File: config.mk
export PLATFORM = sky130hd
export DESIGN_NAME = dsp_backend
export DESIGN_NICKNAME = d
export VERILOG_FILES = /design/src/dsp_pkg.sv /design/src/dsp_backend.sv /design/src/dsp_cfg_regs.sv /design/src/ffe_stage.sv /design/src/mlsd_check_stage.sv /design/src/slicer_stage.sv
export VERILOG_INCLUDE_DIRS = /design/src /design/src/src
export SDC_FILE = /design/constraint.sdc
export NUM_CORES = 2
export LEC_CHECK = 0
export ABC_AREA = 0
export ABC_CLOCK_PERIOD_IN_PS = 9400
export BUFFER_PORTS_ARGS = -buffer_cell sky130_fd_sc_hd__buf_4
export CORE_MARGIN = 1.5
export CORE_UTILIZATION = 45
export DETAILED_ROUTE_END_ITERATION = 8
export GPL_TIMING_DRIVEN = 0
export HOLD_SLACK_MARGIN = 0.03
export PLACE_DENSITY = 0.71
export SYNTH_ARGS = -nofsm -noshare
export SYNTH_HDL_FRONTEND = slang
export SYNTH_SLANG_ARGS = --single-unit
File: constraint.sdc
create_clock -name clk -period 9.4 [get_ports clk]
set_clock_uncertainty 0.05 [all_clocks]
set_input_delay 1.88 -clock clk [delete_from_list [all_inputs] [get_ports clk]]
set_output_delay 1.88 -clock clk [all_outputs]
set_load 0.03 [all_outputs]
File: src/dsp_macros.svh
`ifndef DSP_MACROS_SVH
`define DSP_MACROS_SVH

// Lane count and data widths.
`define DSP_LANES 4
`define DSP_CODE_W 8
`define DSP_COEF_W 8

// Tap counts.
`define DSP_FFE_TAPS 3
`define DSP_EST_DEPTH 3

`define DSP_SHIFT_W 4

// Configuration port.
`define DSP_CFG_ADDR_W 5
`define DSP_CFG_DATA_W 16

// Register map base addresses.
`define DSP_ADDR_WEIGHT 0
`define DSP_ADDR_THRESH 12
`define DSP_ADDR_EST 16
`define DSP_ADDR_SHIFT 28

`endif

File: src/dsp_pkg.sv
`default_nettype none
`include "dsp_macros.svh"

package dsp_pkg;

	typedef logic signed [`DSP_CODE_W-1:0] code_t;
	typedef logic signed [`DSP_COEF_W-1:0] coef_t;

	// Lane 0 is the earliest symbol.
	typedef code_t [`DSP_LANES-1:0] code_word_t;
	typedef logic [`DSP_LANES-1:0] bit_word_t;

	// Same word, read as a coefficient or as the shift pair.
	typedef union packed {
		struct packed {
			logic [`DSP_CFG_DATA_W-`DSP_COEF_W-1:0] rsvd;
			coef_t value;
		} coef;
		struct packed {
			logic [`DSP_SHIFT_W-1:0] ffe_shift;
			logic [`DSP_SHIFT_W-1:0] mlsd_shift;
			logic [`DSP_CFG_DATA_W-2*`DSP_SHIFT_W-1:0] rsvd;
		} shift;
	} cfg_word_u;

	typedef struct packed {
		logic [`DSP_CFG_ADDR_W-1:0] addr;
		cfg_word_u data;
	} cfg_req_t;

	typedef struct packed {
		coef_t [`DSP_FFE_TAPS-1:0][`DSP_LANES-1:0] weight;
		coef_t [`DSP_LANES-1:0] thresh;
		coef_t [`DSP_EST_DEPTH-1:0][`DSP_LANES-1:0] est;
		logic [`DSP_SHIFT_W-1:0] ffe_shift;
		logic [`DSP_SHIFT_W-1:0] mlsd_shift;
	} dsp_coefs_t;

	typedef struct packed {
		code_word_t codes;
		code_word_t eq;
	} eq_word_t;

	typedef struct packed {
		code_word_t codes;
		bit_word_t bits;
	} slice_word_t;

endpackage : dsp_pkg

`default_nettype wire

File: src/dsp_backend.sv
`timescale 1ns/1ps
`default_nettype none

module dsp_backend (
	input wire logic clk,
	input wire logic rstb,
	input wire dsp_pkg::code_word_t codes_i,
	input wire logic cfg_req_i,
	input wire dsp_pkg::cfg_req_t cfg_i,
	output logic cfg_ack_o,
	output dsp_pkg::code_word_t est_o,
	output dsp_pkg::bit_word_t checked_o
);
	dsp_pkg::dsp_coefs_t coefs;
	dsp_pkg::eq_word_t eq_word;
	dsp_pkg::slice_word_t slice_word;

	dsp_cfg_regs u_cfg_regs (
		.clk(clk),
		.rstb(rstb),
		.cfg_req_i(cfg_req_i),
		.cfg_i(cfg_i),
		.cfg_ack_o(cfg_ack_o),
		.coefs_o(coefs)
	);

	ffe_stage u_ffe (
		.clk(clk),
		.rstb(rstb),
		.codes_i(codes_i),
		.coefs_i(coefs),
		.eq_o(eq_word)
	);

	slicer_stage u_slicer (
		.clk(clk),
		.rstb(rstb),
		.eq_i(eq_word),
		.coefs_i(coefs),
		.slice_o(slice_word)
	);

	mlsd_check_stage u_mlsd (
		.clk(clk),
		.rstb(rstb),
		.slice_i(slice_word),
		.coefs_i(coefs),
		.checked_o(checked_o)
	);

	assign est_o = eq_word.eq;

endmodule : dsp_backend

`default_nettype wire

File: src/dsp_cfg_regs.sv
`timescale 1ns/1ps
`default_nettype none
`include "dsp_macros.svh"

module dsp_cfg_regs (
	input wire logic clk,
	input wire logic rstb,
	input wire logic cfg_req_i,
	input wire dsp_pkg::cfg_req_t cfg_i,
	output logic cfg_ack_o,
	output dsp_pkg::dsp_coefs_t coefs_o
);
	localparam int ADDR_W = `DSP_CFG_ADDR_W;
	localparam int LANES = `DSP_LANES;

	logic wr_en;
	logic in_weight;
	logic in_thresh;
	logic in_est;
	logic in_shift;
	logic [ADDR_W-1:0] offset;

	// New request only while ack is low.
	assign wr_en = cfg_req_i && !cfg_ack_o;

	always_comb begin
		in_weight = cfg_i.addr < ADDR_W'(`DSP_ADDR_THRESH);
		in_thresh = !in_weight && (cfg_i.addr < ADDR_W'(`DSP_ADDR_EST));
		in_est = !in_weight && !in_thresh && (cfg_i.addr < ADDR_W'(`DSP_ADDR_SHIFT));
		in_shift = cfg_i.addr == ADDR_W'(`DSP_ADDR_SHIFT);
		if (in_thresh) begin
			offset = cfg_i.addr - ADDR_W'(`DSP_ADDR_THRESH);
		end else if (in_est) begin
			offset = cfg_i.addr - ADDR_W'(`DSP_ADDR_EST);
		end else begin
			offset = cfg_i.addr - ADDR_W'(`DSP_ADDR_WEIGHT);
		end
	end

	always_ff @(posedge clk or negedge rstb) begin
		if (!rstb) begin
			cfg_ack_o <= 1'b0;
		end else if (wr_en) begin
			cfg_ack_o <= 1'b1;
		end else if (!cfg_req_i) begin
			cfg_ack_o <= 1'b0;
		end
	end

	// Addresses past the shift word fall in no region.
	always_ff @(posedge clk or negedge rstb) begin
		if (!rstb) begin
			coefs_o <= '0;
		end else if (wr_en) begin
			for (int t = 0; t < `DSP_FFE_TAPS; t++) begin
				for (int l = 0; l < LANES; l++) begin
					if (in_weight && offset == ADDR_W'(t * LANES + l)) begin
						coefs_o.weight[t][l] <= cfg_i.data.coef.value;
					end
				end
			end
			for (int l = 0; l < LANES; l++) begin
				if (in_thresh && offset == ADDR_W'(l)) begin
					coefs_o.thresh[l] <= cfg_i.data.coef.value;
				end
			end
			for (int t = 0; t < `DSP_EST_DEPTH; t++) begin
				for (int l = 0; l < LANES; l++) begin
					if (in_est && offset == ADDR_W'(t * LANES + l)) begin
						coefs_o.est[t][l] <= cfg_i.data.coef.value;
					end
				end
			end
			if (in_shift) begin
				coefs_o.ffe_shift <= cfg_i.data.shift.ffe_shift;
				coefs_o.mlsd_shift <= cfg_i.data.shift.mlsd_shift;
			end
		end
	end

endmodule : dsp_cfg_regs

`default_nettype wire

File: src/ffe_stage.sv
`timescale 1ns/1ps
`default_nettype none
`include "dsp_macros.svh"

module ffe_stage (
	input wire logic clk,
	input wire logic rstb,
	input wire dsp_pkg::code_word_t codes_i,
	input wire dsp_pkg::dsp_coefs_t coefs_i,
	output dsp_pkg::eq_word_t eq_o
);
	localparam int LANES = `DSP_LANES;
	localparam int TAPS = `DSP_FFE_TAPS;
	localparam int CODE_W = `DSP_CODE_W;
	localparam int ACC_W = CODE_W + `DSP_COEF_W + $clog2(TAPS) + 1;
	localparam logic signed [ACC_W-1:0] SAT_MAX = ACC_W'((1 << (CODE_W - 1)) - 1);
	localparam logic signed [ACC_W-1:0] SAT_MIN = -SAT_MAX - 1;

	dsp_pkg::code_t [2*LANES-1:0] window;
	dsp_pkg::code_word_t eq_next;

	// Registered codes double as the past-word buffer.
	assign window = {codes_i, eq_o.codes};

	always_comb begin
		logic signed [ACC_W-1:0] acc;
		logic signed [ACC_W-1:0] shifted;
		for (int l = 0; l < LANES; l++) begin
			acc = '0;
			// Tap k reaches k symbols back, possibly into the prior word.
			for (int k = 0; k < TAPS; k++) begin
				acc = acc + coefs_i.weight[k][l] * window[LANES + l - k];
			end
			shifted = acc >>> coefs_i.ffe_shift;
			if (shifted > SAT_MAX) begin
				eq_next[l] = SAT_MAX[CODE_W-1:0];
			end else if (shifted < SAT_MIN) begin
				eq_next[l] = SAT_MIN[CODE_W-1:0];
			end else begin
				eq_next[l] = shifted[CODE_W-1:0];
			end
		end
	end

	always_ff @(posedge clk or negedge rstb) begin
		if (!rstb) begin
			eq_o <= '0;
		end else begin
			eq_o.codes <= codes_i;
			eq_o.eq <= eq_next;
		end
	end

endmodule : ffe_stage

`default_nettype wire

File: src/mlsd_check_stage.sv
`timescale 1ns/1ps
`default_nettype none
`include "dsp_macros.svh"

module mlsd_check_stage (
	input wire logic clk,
	input wire logic rstb,
	input wire dsp_pkg::slice_word_t slice_i,
	input wire dsp_pkg::dsp_coefs_t coefs_i,
	output dsp_pkg::bit_word_t checked_o
);
	localparam int LANES = `DSP_LANES;
	localparam int DEPTH = `DSP_EST_DEPTH;
	localparam int ACC_W = `DSP_COEF_W + $clog2(DEPTH) + 1;
	localparam int ERR_W = ACC_W + 1;

	dsp_pkg::bit_word_t prev_bits;
	dsp_pkg::bit_word_t final_bits;
	logic [2*LANES-1:0] bit_window;

	assign bit_window = {slice_i.bits, prev_bits};

	function automatic logic [ERR_W-1:0] abs_err(input logic signed [ERR_W-1:0] diff);
		if (diff < 0) begin
			return -diff;
		end
		return diff;
	endfunction

	always_comb begin
		logic signed [ACC_W-1:0] past;
		logic signed [ACC_W-1:0] pred_one;
		logic signed [ACC_W-1:0] pred_zero;
		logic [ERR_W-1:0] err_one;
		logic [ERR_W-1:0] err_zero;
		logic raw;
		for (int l = 0; l < LANES; l++) begin
			// Contribution of earlier raw decisions, a one counts +1 and a zero -1.
			past = '0;
			for (int k = 1; k < DEPTH; k++) begin
				if (bit_window[LANES + l - k]) begin
					past = past + coefs_i.est[k][l];
				end else begin
					past = past - coefs_i.est[k][l];
				end
			end

			// Both hypotheses for the current symbol.
			pred_one = (past + coefs_i.est[0][l]) >>> coefs_i.mlsd_shift;
			pred_zero = (past - coefs_i.est[0][l]) >>> coefs_i.mlsd_shift;
			err_one = abs_err(slice_i.codes[l] - pred_one);
			err_zero = abs_err(slice_i.codes[l] - pred_zero);

			// Flip only on a strictly better fit.
			raw = slice_i.bits[l];
			if (raw) begin
				final_bits[l] = !(err_zero < err_one);
			end else begin
				final_bits[l] = err_one < err_zero;
			end
		end
	end

	always_ff @(posedge clk or negedge rstb) begin
		if (!rstb) begin
			prev_bits <= '0;
			checked_o <= '0;
		end else begin
			prev_bits <= slice_i.bits;
			checked_o <= final_bits;
		end
	end

endmodule : mlsd_check_stage

`default_nettype wire

File: src/slicer_stage.sv
`timescale 1ns/1ps
`default_nettype none
`include "dsp_macros.svh"

module slicer_stage (
	input wire logic clk,
	input wire logic rstb,
	input wire dsp_pkg::eq_word_t eq_i,
	input wire dsp_pkg::dsp_coefs_t coefs_i,
	output dsp_pkg::slice_word_t slice_o
);
	dsp_pkg::bit_word_t raw_bits;

	// Signed compare, ties go to one.
	always_comb begin
		for (int l = 0; l < `DSP_LANES; l++) begin
			raw_bits[l] = eq_i.eq[l] >= coefs_i.thresh[l];
		end
	end

	// Codes ride along so the checker sees them aligned with their bits.
	always_ff @(posedge clk or negedge rstb) begin
		if (!rstb) begin
			slice_o <= '0;
		end else begin
			slice_o.codes <= eq_i.codes;
			slice_o.bits <= raw_bits;
		end
	end

endmodule : slicer_stage

`default_nettype wire

==> flow_metrics.tcl <==
set metrics [dict create \
    cp.depth 34 \
    nets 9208 \
    wirelength_um 214000 \
    violations "capacitance limit" \
    post-route-min-period_ns 9.27 \
    dieArea_um2 146000 \
    cts_tree "done" \
    antenna_left 0 \
    pre_cts_ws_ns -1.90 \
    drv_cap 1 \
    rsz0062_at_grt "yes" \
    yosysTopAreaCellShare 0.231 \
    ios 93 \
    gp_congestion 1.00 \
    antenna_found_initial 24 \
    dp_hpwl_um 173000 \
    cts_buffers 45 \
    crit_type "in2reg" \
    clock_sinks 339 \
    synth_edf_count 0 \
    drc 0 \
    drtPass1Iterations 8 \
    cts-root-buf "clkbuf_16" \
    critPathMaxFanout 8 \
    yosys-top-cells-area "fa_1 (23%), ha_1 (14%), dfrtp_1 (13%)" \
    startpoint "codes_i[15]" \
    setup_viol 0 \
    yosys_warnings 0 \
    hold_buffers 0 \
    critical_path.endpoint_type "flip-flop" \
    synth_most_common_cell "inv_1" \
    ys.flop_type "dfrtp_1" \
    overflow 0 \
    ys_top_cells_by_count "inv_1 (1,194), fa_1 (748), ha_1 (725), nand2_1 (644), nor2_1 (505)" \
    portBuffers 84 \
    worstRegToRegCells 33 \
    maxSlewViolCount 0 \
    htree_num_levels 2 \
    setup_ws_ns 0.133 \
    slowest_stage "fa_1" \
    fp.dieW_um 382 \
    r2r-end "u_ffe.eq_o[12]$_DFF_PN0_" \
    area_growth_pct 11.5 \
    finalHoldViolations 0 \
    setup-tns-final_ns 0 \
    r2r_slack_ns 0.37 \
    clkLatencyLatePin_ns 0.67 \
    arrival_ns 9.75 \
    worst-path-buf-inv 8 \
    synth_top_cell_by_area "fa_1" \
    hold-path-cell-count 0 \
    rows 138 \
    clk_pin_slew_ns 0.06 \
    coreArea_um2 142000 \
    netlist_instances 7485 \
    vias_per_cell 5.64 \
    cp.required_ns 9.88 \
    grt_pass1_vias 56000 \
    dp_cells 9465 \
    worst_pin_slew_ns 1.45 \
    crit_family "adder cells" \
    slew_headroom 0.0331 \
    cts_max_path_buffers 3 \
    vias 54300 \
    layoutNonFillerInstCount 9620 \
    wire_per_inst_um 22.2 \
    ys_seq_area_frac 0.131 \
    fin_util 0.508 \
    synth.distinct_cells 93 \
    die_y_um 382 \
    max_freq_ghz 0.108 \
    hold_path_class "reg2reg" \
    cp-endpoint "u_ffe.eq_o[12]$_DFF_PN0_" \
    drt_iter0_markers 3945 \
    finalCritPeriodShare 0.986 \
    initial_core_util 0.455 \
    grt_pass1_wl_um 325000 \
    critPathLaunchType "primary input" \
    drive_gt1_frac 0.109 \
    ys_seq_elements 339 \
    status "finished with violations" \
    crit_path_max_incr_delay_ns 0.55 \
    avgSynthCellArea_um2 8.64 \
    synth_area_um2 64700 \
    track_usage 0.290 \
    cp_common_cell "fa_1" \
    grt_max_degree 119 \
    synthArstFlopShare 1.00 \
    r2r-start "u_ffe.eq_o[61]$_DFF_PN0_" \
    synth_fp_nets 9014 \
]
-- worst min path at each step --
stage | start | end
5_1_grt | u_ffe.eq_o[46]$_DFF_PN0_ | u_slicer.slice_o[18]$_DFF_PN0_
3_3_place_gp | u_ffe.eq_o[46]$_DFF_PN0_ | u_slicer.slice_o[18]$_DFF_PN0_
6_report | u_ffe.eq_o[36]$_DFF_PN0_ | u_slicer.slice_o[8]$_DFF_PN0_
4_1_cts | u_ffe.eq_o[36]$_DFF_PN0_ | u_slicer.slice_o[8]$_DFF_PN0_
2_1_floorplan | u_ffe.eq_o[38]$_DFF_PN0_ | u_slicer.slice_o[10]$_DFF_PN0_
3_5_place_dp | u_ffe.eq_o[36]$_DFF_PN0_ | u_slicer.slice_o[8]$_DFF_PN0_
-- worst reg2reg max path: cells and delay by family, from the launching register on --
family / cells / cell delay [ns]
xor+xnor: 1 / 0.30
buf+inv: 6 / 0.85
simple gates: 6 / 1.14
flops: 1 / 0.70
compound gates: 13 / 2.86
fa+ha+maj: 7 / 2.99
-- cells in the final DEF (no fill, tap or decap), types with 278 or more instances in the layout --
cell type	n
a21oi_1	330
and2_1	402
dfrtp_1	335
fa_1	745
ha_1	707
inv_1	1183
nand2_1	633
nor2_1	487
o21ai_0	278
xnor2_1	330
-- what timing repair did --
item,4_1_cts,5_1_grt
cloned,0,3
buffers inserted,14,63
pin swaps,22,102
endpoints found under the setup margin,32,32
gates resized for setup,198,342
-- cell families after synthesis --
group | synth area share
adder cells (fa/ha/maj) | 0.372
AO/OA/AOI/OAI | 0.134
multiplexers | 0.0546
buffers and inverters | 0.0877
XOR/XNOR | 0.0689
flip-flops | 0.131
AND/OR/NAND/NOR | 0.152
-- layout make-up --
class	count	area [um2]
inverter	1199	4520
clock buffer	51	1180
tap	1890	2360
clock inverter	33	409
buffer	257	1420
fill	13100	70000
sequential	339	8490
timing repair buffer	170	1590
antenna	14	35.0
multi-input combinational	5667	52100
-- routing by layer --
layer  up-vias  part of all wire  track usage  wire length (um)
li1      24900                 -            -                 -
met4         4             0.061        0.153             13100
met2      1893              0.48        0.498            103000
met1     26900              0.40        0.353             84500
met3       541             0.061       0.0391             13000
met5         -           0.00012            0                26
-- sequential cells by signal, indices dropped and copies added (netlist names) --
register / cells
u_ffe.eq_o: 64
u_mlsd.prev_bits: 2
u_cfg_regs.coefs_o: 232
u_mlsd.checked_o: 4
u_slicer.slice_o: 36
u_cfg_regs.cfg_ack_o: 1
-- through the flow --
| step | hold WS [ns] | area [um2] |
|---|---|---|
| finish | 0.296 | 72100 |
| floorplan | 0.281 | 64700 |
| detailed placement | 0.285 | 67800 |
| CTS | 0.298 | 70300 |
| global route | 0.312 | 72100 |
| global placement | 0.284 | 67700 |
Power is left out: the tool's default activity adds up to more than one toggle a clock period on the data nets, which glitch-free logic cannot reach.
